## src/decode_pkg.sv

```systemverilog
// ################################################
// RV32I decode front shared types. PC is halfword
// aligned (bit 0 dropped), compressed is not expanded
// ################################################

package decode_pkg;

  localparam int AluOpWidth    = 4;
  localparam int LsuOpWidth    = 3;
  localparam int BranchOpWidth = 3;

  typedef logic [31:0]              instr_t;
  typedef logic [31:1]              pc_t;
  typedef logic [4:0]               reg_addr_t;
  typedef logic [31:0]              imm_t;
  typedef logic [6:0]               opcode_t;
  typedef logic [AluOpWidth-1:0]    alu_op_t;
  typedef logic [LsuOpWidth-1:0]    lsu_op_t;
  typedef logic [BranchOpWidth-1:0] br_op_t;

  // Major opcodes
  localparam opcode_t op_lui      = 7'b0110111;
  localparam opcode_t op_auipc    = 7'b0010111;
  localparam opcode_t op_jal      = 7'b1101111;
  localparam opcode_t op_jalr     = 7'b1100111;
  localparam opcode_t op_branch   = 7'b1100011;
  localparam opcode_t op_load     = 7'b0000011;
  localparam opcode_t op_store    = 7'b0100011;
  localparam opcode_t op_op_imm   = 7'b0010011;
  localparam opcode_t op_op       = 7'b0110011;
  localparam opcode_t op_misc_mem = 7'b0001111;

  localparam alu_op_t alu_add    = 4'd0;
  localparam alu_op_t alu_sub    = 4'd1;
  localparam alu_op_t alu_sll    = 4'd2;
  localparam alu_op_t alu_slt    = 4'd3;
  localparam alu_op_t alu_sltu   = 4'd4;
  localparam alu_op_t alu_xor    = 4'd5;
  localparam alu_op_t alu_srl    = 4'd6;
  localparam alu_op_t alu_sra    = 4'd7;
  localparam alu_op_t alu_or     = 4'd8;
  localparam alu_op_t alu_and    = 4'd9;
  localparam alu_op_t alu_pass_b = 4'd10; // lui

  // Access funct3 as is
  localparam lsu_op_t lsu_b  = 3'b000;
  localparam lsu_op_t lsu_h  = 3'b001;
  localparam lsu_op_t lsu_w  = 3'b010;
  localparam lsu_op_t lsu_bu = 3'b100;
  localparam lsu_op_t lsu_hu = 3'b101;

  // Branch funct3, jump takes an unused code
  localparam br_op_t br_eq   = 3'b000;
  localparam br_op_t br_ne   = 3'b001;
  localparam br_op_t br_jump = 3'b010;
  localparam br_op_t br_lt   = 3'b100;
  localparam br_op_t br_ge   = 3'b101;
  localparam br_op_t br_ltu  = 3'b110;
  localparam br_op_t br_geu  = 3'b111;

  typedef enum logic [1:0] {
    pred_never    = 2'd0,
    pred_backward = 2'd1,
    pred_always   = 2'd2
  } pred_mode_t;

  typedef struct packed {
    instr_t instr;
    pc_t    pc;
  } fetch_pkt_t;

  typedef struct packed {
    instr_t    instr;
    pc_t       pc;
    reg_addr_t rd_addr;
    logic      comp;
    logic      br;
    logic      br_ataken;
  } d1_pkt_t;

  typedef struct packed {
    pc_t       pc;
    logic      comp;
    logic      br;
    logic      br_ataken;
    logic      use_imm;
    logic      use_pc;
    imm_t      imm;
    logic      illegal;
    logic      alu;
    alu_op_t   alu_op;
    reg_addr_t rd_addr;
    logic      lsu;
    lsu_op_t   lsu_op;
    br_op_t    br_op;
    logic      rd_en;
  } exec_pkt_t;

endpackage : decode_pkg
```

## src/decode_top.sv

```systemverilog
// ################################################
// Decode front, fetch strobe to exec_valid 2 cycles
// ################################################

module decode_top (
  input  logic                   clk,
  input  logic                   rst_n,
  input  logic                   flush,
  input  logic                   fetch_valid,
  input  decode_pkg::fetch_pkt_t fetch,
  input  logic                   cfg_wr,
  input  decode_pkg::pred_mode_t cfg_wdata,
  output decode_pkg::pred_mode_t cfg_rdata,
  output logic                   exec_valid,
  output decode_pkg::exec_pkt_t  exec
);

  decode_pkg::pred_mode_t pred_mode;
  decode_pkg::d1_pkt_t    d1;
  logic                   d1_valid;

  decode_cfg i_decode_cfg (
    .clk      (clk),
    .rst_n    (rst_n),
    .cfg_wr   (cfg_wr),
    .cfg_wdata(cfg_wdata),
    .pred_mode(pred_mode),
    .cfg_rdata(cfg_rdata)
  );

  id0 i_id0 (
    .clk        (clk),
    .rst_n      (rst_n),
    .flush      (flush),
    .fetch_valid(fetch_valid),
    .fetch      (fetch),
    .pred_mode  (pred_mode),
    .d1_valid   (d1_valid),
    .d1         (d1)
  );

  id1 i_id1 (
    .clk       (clk),
    .rst_n     (rst_n),
    .flush     (flush),
    .d1_valid  (d1_valid),
    .d1        (d1),
    .exec_valid(exec_valid),
    .exec      (exec)
  );

endmodule : decode_top

```

## src/id1.sv

```systemverilog
// ################################################
// Decode stage register toward execute, one cycle
// Control bits are zero when no instruction is valid
// ################################################

module id1 (
  input  logic                  clk,
  input  logic                  rst_n,
  input  logic                  flush,
  input  logic                  d1_valid,
  input  decode_pkg::d1_pkt_t   d1,
  output logic                  exec_valid,
  output decode_pkg::exec_pkt_t exec
);

  decode_pkg::exec_pkt_t exec_d;
  decode_pkg::imm_t      imm_next;
  decode_pkg::alu_op_t   alu_op_next;
  decode_pkg::lsu_op_t   lsu_op_next;
  decode_pkg::br_op_t    br_op_next;
  logic                  rd_en_next;
  logic                  use_imm_next;
  logic                  use_pc_next;
  logic                  alu_next;
  logic                  lsu_next;
  logic                  illegal_next;

  id1_ctrl_imm i_id1_ctrl_imm (
    .instr     (d1.instr),
    .compressed(d1.comp),
    .imm       (imm_next),
    .rd_en     (rd_en_next),
    .use_imm   (use_imm_next),
    .use_pc    (use_pc_next),
    .alu       (alu_next),
    .lsu       (lsu_next),
    .illegal   (illegal_next),
    .alu_op    (alu_op_next),
    .lsu_op    (lsu_op_next),
    .br_op     (br_op_next)
  );

  always_comb begin
    exec_d.pc        = d1.pc;
    exec_d.comp      = d1.comp;
    exec_d.br        = d1.br && d1_valid;
    exec_d.br_ataken = d1.br_ataken;
    exec_d.use_imm   = use_imm_next;
    exec_d.use_pc    = use_pc_next;
    exec_d.imm       = imm_next;
    exec_d.illegal   = illegal_next && d1_valid;
    exec_d.alu       = alu_next && d1_valid;
    exec_d.alu_op    = alu_op_next;
    exec_d.rd_addr   = d1.rd_addr;
    exec_d.lsu       = lsu_next && d1_valid;
    exec_d.lsu_op    = lsu_op_next;
    exec_d.br_op     = br_op_next;
    exec_d.rd_en     = rd_en_next && d1_valid;
  end

  always_ff @(posedge clk or negedge rst_n) begin
    if (!rst_n) begin
      exec_valid <= 1'b0;
      exec       <= '0;
    end else begin
      exec_valid <= d1_valid && !flush;
      exec       <= exec_d;
    end
  end

endmodule : id1

```

## src/id1_ctrl_imm.sv

```systemverilog
// ################################################
// RV32I control and immediate decode, no M/A/CSR
// Fence is a no-op, compressed is always illegal
// ################################################

module id1_ctrl_imm (
  input  decode_pkg::instr_t  instr,
  input  logic                compressed,
  output decode_pkg::imm_t    imm,
  output logic                rd_en,
  output logic                use_imm,
  output logic                use_pc,
  output logic                alu,
  output logic                lsu,
  output logic                illegal,
  output decode_pkg::alu_op_t alu_op,
  output decode_pkg::lsu_op_t lsu_op,
  output decode_pkg::br_op_t  br_op
);

  decode_pkg::opcode_t opcode;
  logic [2:0]          funct3;
  logic [6:0]          funct7;
  decode_pkg::imm_t    imm_i;
  decode_pkg::imm_t    imm_s;
  decode_pkg::imm_t    imm_b;
  decode_pkg::imm_t    imm_u;
  decode_pkg::imm_t    imm_j;
  decode_pkg::alu_op_t arith_op;
  logic                legal;
  logic                writes_rd;
  logic                alu_raw;
  logic                lsu_raw;

  assign opcode = instr[6:0];
  assign funct3 = instr[14:12];
  assign funct7 = instr[31:25];

  assign imm_i = {{20{instr[31]}}, instr[31:20]};
  assign imm_s = {{20{instr[31]}}, instr[31:25], instr[11:7]};
  assign imm_b = {{19{instr[31]}}, instr[31], instr[7], instr[30:25], instr[11:8], 1'b0};
  assign imm_u = {instr[31:12], 12'b0};
  assign imm_j = {{11{instr[31]}}, instr[31], instr[19:12], instr[20], instr[30:21], 1'b0};

  // funct3 to ALU op, bit 30 picks sub/sra
  always_comb begin
    case (funct3)
      3'b000:  arith_op = (instr[30] && opcode == decode_pkg::op_op) ?
                          decode_pkg::alu_sub : decode_pkg::alu_add;
      3'b001:  arith_op = decode_pkg::alu_sll;
      3'b010:  arith_op = decode_pkg::alu_slt;
      3'b011:  arith_op = decode_pkg::alu_sltu;
      3'b100:  arith_op = decode_pkg::alu_xor;
      3'b101:  arith_op = instr[30] ? decode_pkg::alu_sra : decode_pkg::alu_srl;
      3'b110:  arith_op = decode_pkg::alu_or;
      default: arith_op = decode_pkg::alu_and;
    endcase
  end

  always_comb begin
    imm       = '0;
    use_imm   = 1'b0;
    use_pc    = 1'b0;
    alu_raw   = 1'b0;
    lsu_raw   = 1'b0;
    writes_rd = 1'b0;
    legal     = 1'b0;
    alu_op    = decode_pkg::alu_add;
    lsu_op    = '0;
    br_op     = decode_pkg::br_eq;
    case (opcode)
      decode_pkg::op_lui: begin
        legal     = 1'b1;
        alu_raw   = 1'b1;
        use_imm   = 1'b1;
        imm       = imm_u;
        alu_op    = decode_pkg::alu_pass_b;
        writes_rd = 1'b1;
      end
      decode_pkg::op_auipc: begin
        legal     = 1'b1;
        alu_raw   = 1'b1;
        use_imm   = 1'b1;
        use_pc    = 1'b1;
        imm       = imm_u;
        writes_rd = 1'b1;
      end
      decode_pkg::op_jal: begin
        legal     = 1'b1;
        use_imm   = 1'b1;
        use_pc    = 1'b1;
        imm       = imm_j;
        br_op     = decode_pkg::br_jump;
        writes_rd = 1'b1;  // Link
      end
      decode_pkg::op_jalr: begin
        legal     = (funct3 == 3'b000);
        use_imm   = 1'b1;
        imm       = imm_i;
        br_op     = decode_pkg::br_jump;
        writes_rd = 1'b1;
      end
      decode_pkg::op_branch: begin
        legal   = (funct3 != 3'b010) && (funct3 != 3'b011);
        use_imm = 1'b1;
        use_pc  = 1'b1;
        imm     = imm_b;
        br_op   = funct3;
      end
      decode_pkg::op_load: begin
        legal     = (funct3 != 3'b011) && (funct3[2:1] != 2'b11);
        lsu_raw   = 1'b1;
        use_imm   = 1'b1;
        imm       = imm_i;
        lsu_op    = funct3;
        writes_rd = 1'b1;
      end
      decode_pkg::op_store: begin
        legal   = (funct3[2] == 1'b0) && (funct3 != 3'b011);
        lsu_raw = 1'b1;
        use_imm = 1'b1;
        imm     = imm_s;
        lsu_op  = funct3;
      end
      decode_pkg::op_op_imm: begin
        // Only shifts carry funct7
        case (funct3)
          3'b001:  legal = (funct7 == 7'b0000000);
          3'b101:  legal = (funct7 == 7'b0000000) || (funct7 == 7'b0100000);
          default: legal = 1'b1;
        endcase
        alu_raw   = 1'b1;
        use_imm   = 1'b1;
        imm       = imm_i;
        alu_op    = arith_op;
        writes_rd = 1'b1;
      end
      decode_pkg::op_op: begin
        legal     = (funct7 == 7'b0000000) ||
                    (funct7 == 7'b0100000 && (funct3 == 3'b000 || funct3 == 3'b101));
        alu_raw   = 1'b1;
        alu_op    = arith_op;
        writes_rd = 1'b1;
      end
      decode_pkg::op_misc_mem: begin
        legal = (funct3 == 3'b000);  // Fence only
      end
      default: begin
        legal = 1'b0;
      end
    endcase
  end

  assign illegal = !legal || compressed;
  assign rd_en   = writes_rd && (instr[11:7] != 5'd0) && !illegal;
  assign alu     = alu_raw && !illegal;
  assign lsu     = lsu_raw && !illegal;

endmodule : id1_ctrl_imm

```

## src/id0.sv

```systemverilog
// ################################################
// Predecode, one cycle. No back-pressure, a strobe
// that meets a flush is dropped
// ################################################

module id0 (
  input  logic                   clk,
  input  logic                   rst_n,
  input  logic                   flush,
  input  logic                   fetch_valid,
  input  decode_pkg::fetch_pkt_t fetch,
  input  decode_pkg::pred_mode_t pred_mode,
  output logic                   d1_valid,
  output decode_pkg::d1_pkt_t    d1
);

  decode_pkg::opcode_t opcode;
  decode_pkg::d1_pkt_t d1_d;
  logic                is_branch;
  logic                is_jump;
  logic                b_taken;

  assign opcode    = fetch.instr[6:0];
  assign is_branch = (opcode == decode_pkg::op_branch);
  assign is_jump   = (opcode == decode_pkg::op_jal) || (opcode == decode_pkg::op_jalr);

  // Static guess for conditional branches
  always_comb begin
    case (pred_mode)
      decode_pkg::pred_always:   b_taken = 1'b1;
      decode_pkg::pred_backward: b_taken = fetch.instr[31];  // Offset sign
      default:                   b_taken = 1'b0;
    endcase
  end

  always_comb begin
    d1_d.instr     = fetch.instr;
    d1_d.pc        = fetch.pc;
    d1_d.rd_addr   = fetch.instr[11:7];
    d1_d.comp      = (fetch.instr[1:0] != 2'b11);
    d1_d.br        = is_branch || is_jump;
    d1_d.br_ataken = is_jump || (is_branch && b_taken);
  end

  always_ff @(posedge clk or negedge rst_n) begin
    if (!rst_n) begin
      d1_valid <= 1'b0;
      d1       <= '0;
    end else begin
      d1_valid <= fetch_valid && !flush;
      if (fetch_valid) begin
        d1 <= d1_d;
      end
    end
  end

endmodule : id0

```

## src/decode_cfg.sv

```systemverilog
// ################################################
// Prediction mode register, resets to backward taken
// Write lands one cycle after the strobe
// ################################################

module decode_cfg (
  input  logic                   clk,
  input  logic                   rst_n,
  input  logic                   cfg_wr,
  input  decode_pkg::pred_mode_t cfg_wdata,
  output decode_pkg::pred_mode_t pred_mode,
  output decode_pkg::pred_mode_t cfg_rdata
);

  decode_pkg::pred_mode_t mode_q;

  always_ff @(posedge clk or negedge rst_n) begin
    if (!rst_n) begin
      mode_q <= decode_pkg::pred_backward;
    end else if (cfg_wr) begin
      mode_q <= cfg_wdata;
    end
  end

  assign pred_mode = mode_q;  // To predecode
  assign cfg_rdata = mode_q;  // Software readback

endmodule : decode_cfg

```

## config.mk

```make
export PLATFORM = sky130hd
export DESIGN_NAME = decode_top
export DESIGN_NICKNAME = d
export VERILOG_FILES = /design/src/decode_pkg.sv /design/src/decode_top.sv /design/src/id1.sv /design/src/id1_ctrl_imm.sv /design/src/id0.sv /design/src/decode_cfg.sv
export SDC_FILE = /design/constraint.sdc
export NUM_CORES = 1
export LEC_CHECK = 0
export BUFFER_PORTS_ARGS = -buffer_cell sky130_fd_sc_hd__buf_4
export CORE_MARGIN = 4
export CORE_UTILIZATION = 41
export CTS_CLUSTER_DIAMETER = 150
export DETAILED_ROUTE_END_ITERATION = 7
export GPL_ROUTABILITY_DRIVEN = 0
export GPL_TIMING_DRIVEN = 0
export PLACE_DENSITY = 0.75
export RECOVER_POWER = 100
export SYNTH_ARGS = -nofsm -noshare
export SYNTH_HDL_FRONTEND = slang
export SYNTH_HIERARCHICAL = 1
export SYNTH_SLANG_ARGS = --single-unit
```

## constraint.sdc

```tcl
create_clock -name clk -period 3.3 [get_ports clk]
set_input_delay 0.33 -clock clk [delete_from_list [all_inputs] [get_ports clk]]
set_output_delay 0.33 -clock clk [all_outputs]
set_load 0.03 [all_outputs]
```

==> impl_metrics.json <==
{
  "crit_required_ns": 3.65,
  "seq_area_frac_synth": 0.664,
  "period_share": 0.797,
  "areaGrowthSynthToFinish_pct": 26.6,
  "r2r-start": "i_id0/d1[43]",
  "max_freq_mhz": 380,
  "cts_max_path_buffers": 2,
  "grt_max_degree": 84,
  "n_antenna_cell": 0,
  "pre_cts_ws_ns": 1.24,
  "ys_top_cells_by_area": "dfrtp_1 (66%), mux2_2 (9.3%), mux2_4 (4.3%)",
  "postCtsSetupRepairBufs": 0,
  "fin_skew_ns": 0.0106,
  "ys.warnings.count": 6,
  "cellLeakagePower_nw": 3.51,
  "fin_crit_ns": 2.63,
  "crit_arrival_ns": 2.98,
  "antenna_found_initial": 0,
  "hold_class": "in2reg",
  "dieWidth_um": 128,
  "core_sq_um": 14000,
  "synthTopCellsByCount": "dfrtp_1 (156), mux2_2 (49), a21o_1 (19)",
  "syn-num-nets": 467,
  "start_util": 0.423,
  "via_count": 3814,
  "drt_wl_total_mm": 13.2,
  "die-area_sq_um": 16400,
  "rsz0062_at_grt": "false",
  "worstSetupEndpointType": "register",
  "gr-total-overflow": 0,
  "wl_met1_mm": 5.04,
  "dr_wl_met2_mm": 6.56,
  "critPathLaunchType": "register",
  "slew_violations": 75,
  "cts_resized": 0,
  "io_pins": 160,
  "synthCells": 395,
  "wl_per_cell_um": 17.2,
  "violations": "capacitance limit, slew limit",
  "ys_seq_elements": 157,
  "setup_tns_ns": 0,
  "synth_ff_type": "dfrtp_1",
  "max-cap-violations": 1,
  "viasPerCell": 4.97,
  "yosysTopAreaCellShare": 0.659,
  "drc": 0,
  "rows": 43,
  "critical_path_class": "reg2reg",
  "worstHoldStart": "flush",
  "worstMarginPinSlew_ns": 1.82,
  "cts_tree": "built",
  "first_iter_violations": 178,
  "worst_slack_ns": 0.671,
  "cts.sinks": 157,
  "powerDensity_nw_per_um2": 622,
  "fin_nets": 646,
  "hold_violations": 0,
  "grt_pass1_vias": 4117,
  "avgSynthCellArea_sq_um": 15.0,
  "drtAntennaViolNets": 0,
  "grt_first_pass_wirelength_mm": 21.6,
  "clk_pin_slew_worst_paths_ns": 0.06,
  "cts_made_buffers": 17,
  "synth_area_leader_cell": "dfrtp_1",
  "final-setup-viol-count": 0,
  "h-tree-depth": 4,
  "yosysMostFrequentCell": "dfrtp_1",
  "grt_usage": 0.170,
  "outcome": "complete, but fails checks",
  "syn-cell-area_sq_um": 5920,
  "route.met3.wl_mm": 1.34,
  "drtPass1Iterations": 4,
  "worst_skew_pair.late_latency_ns": 0.42,
  "top_layer_used": "met4",
  "synth_edf_count": 0,
  "crit_fanout": 10,
  "dpl.hpwl_mm": 9.66,
  "clockRootBuffer": "clkbuf_16",
  "die_h_um": 128,
  "cts_hold_buf": 1,
  "startpoint": "i_id0/d1[43]",
  "async_flop_share": 1.00,
  "ir_drop_mv": 0.375,
  "synth.distinct_cells": 56,
  "drive_above_1_share": 0.300,
  "port_buffers": 158,
  "slew_headroom": -0.215
}
cells in the final DEF, fill, tap and decap left out, types with 3 or more instances in the layout:
cell type     n
dfrtp_1     156
clkbuf_1    105
buf_4        74
mux2_2       49
a21o_1       19
clkbuf_16    17
mux2_1       16
nor2_1       13
nand2_1      11
nor2b_1      10
nand2b_1      7
nor3_1        6
o21ai_0       6
and2_2        5
a21oi_1       5
clkinvlp_4    4
inv_1         4
buf_2         4
and3_1        4
a22o_1        4
inv_6         3
clkinv_4      3
o21a_1        3
and2_1        3
nor4_1        3
sequential cells by signal, indices dropped and copies added (netlist names):
signal                  count
i_id1/exec                 87
i_id0/d1                   66
i_decode_cfg/cfg_rdata      2
i_id0/d1_valid              1
i_id1/exec_valid            1
worst paths after layout:
path / end / slack, ns / cells after the start
min in group asynchronous: i_id1/exec[84] / 0.94 / 2
min: i_id0/d1_valid / 0.08 / 2
max: i_id1/exec[0] / 0.67 / 8
max reg2reg: i_id1/exec[0] / 0.67 / 8
max in group asynchronous: i_decode_cfg/cfg_rdata[0] / 1.20 / 3
min reg2reg: i_id1/exec[68] / 0.37 / 0
worst max-delay path, stage by stage, from the launching register on:
cell,delay (ns)
dfrtp_1,0.39
clkbuf_1,0.20
and3b_1,0.24
clkbuf_1,0.28
mux2i_1,0.13
nor2_1,0.62
a2111oi_2,0.18
a2111oi_4,0.33
and2_2,0.19
power breakdown:
group | internal (mW) | total, mW | switching [mW]
registers | 2.07 | 2.15 | 0.0803
logic | 0.216 | 0.569 | 0.352
clock network | 1.15 | 1.94 | 0.795
total | 3.43 | 4.66 | 1.23
cells by family (layout without fill, tap and decap cells):
| group | after synthesis | count (layout) | share of synthesized area |
|---|---|---|---|
| buffers and inverters | 31 | 223 | 0.0338 |
| flip-flops | 157 | 157 | 0.664 |
| AND/OR/NAND/NOR | 79 | 79 | 0.0794 |
| XOR/XNOR | 2 | 2 | 0.00296 |
| multiplexers | 68 | 68 | 0.140 |
| AO/OA/AOI/OAI | 56 | 56 | 0.0763 |
| adder cells (fa/ha/maj) | 2 | 2 | 0.00422 |
per-stage QoR:
| step | utilization | cell area, sq um | hold WS, ns | power [mW] | std cells |
|---|---|---|---|---|---|
| finish | 0.536 | 7500 | 0.0793 | 4.66 | 767 |
| global route | 0.536 | 7500 | 0.0661 | 4.85 | 767 |
| CTS | 0.570 | 7970 | 0.0493 | 4.82 | 767 |
| global placement | 0.524 | 7330 | 0.355 | 2.82 | 733 |
| detailed placement | 0.526 | 7360 | 0.359 | 2.85 | 734 |
| floorplan | - | 5920 | 0.0344 | 2.55 | 395 |
layout make-up:
type | count | area [sq um]
Tap cell | 180 | 225
Fill cell | 1281 | 6490
Buffer | 27 | 140
Clock buffer | 18 | 439
Inverter | 4 | 15.0
Clock inverter | 14 | 159
Multi-Input combinational cell | 207 | 1700
Sequential cell | 157 | 3930
Timing Repair Buffer | 160 | 883
routing by layer:
| layer | track usage | vias up |
|---|---|---|
| li1 | - | 1732 |
| met1 | 0.202 | 1888 |
| met2 | 0.276 | 168 |
| met3 | 0.0683 | 26 |
| met4 | 0.0705 | 0 |
| met5 | 0 | - |
No activity file was read; power rests on OpenSTA's default activity.
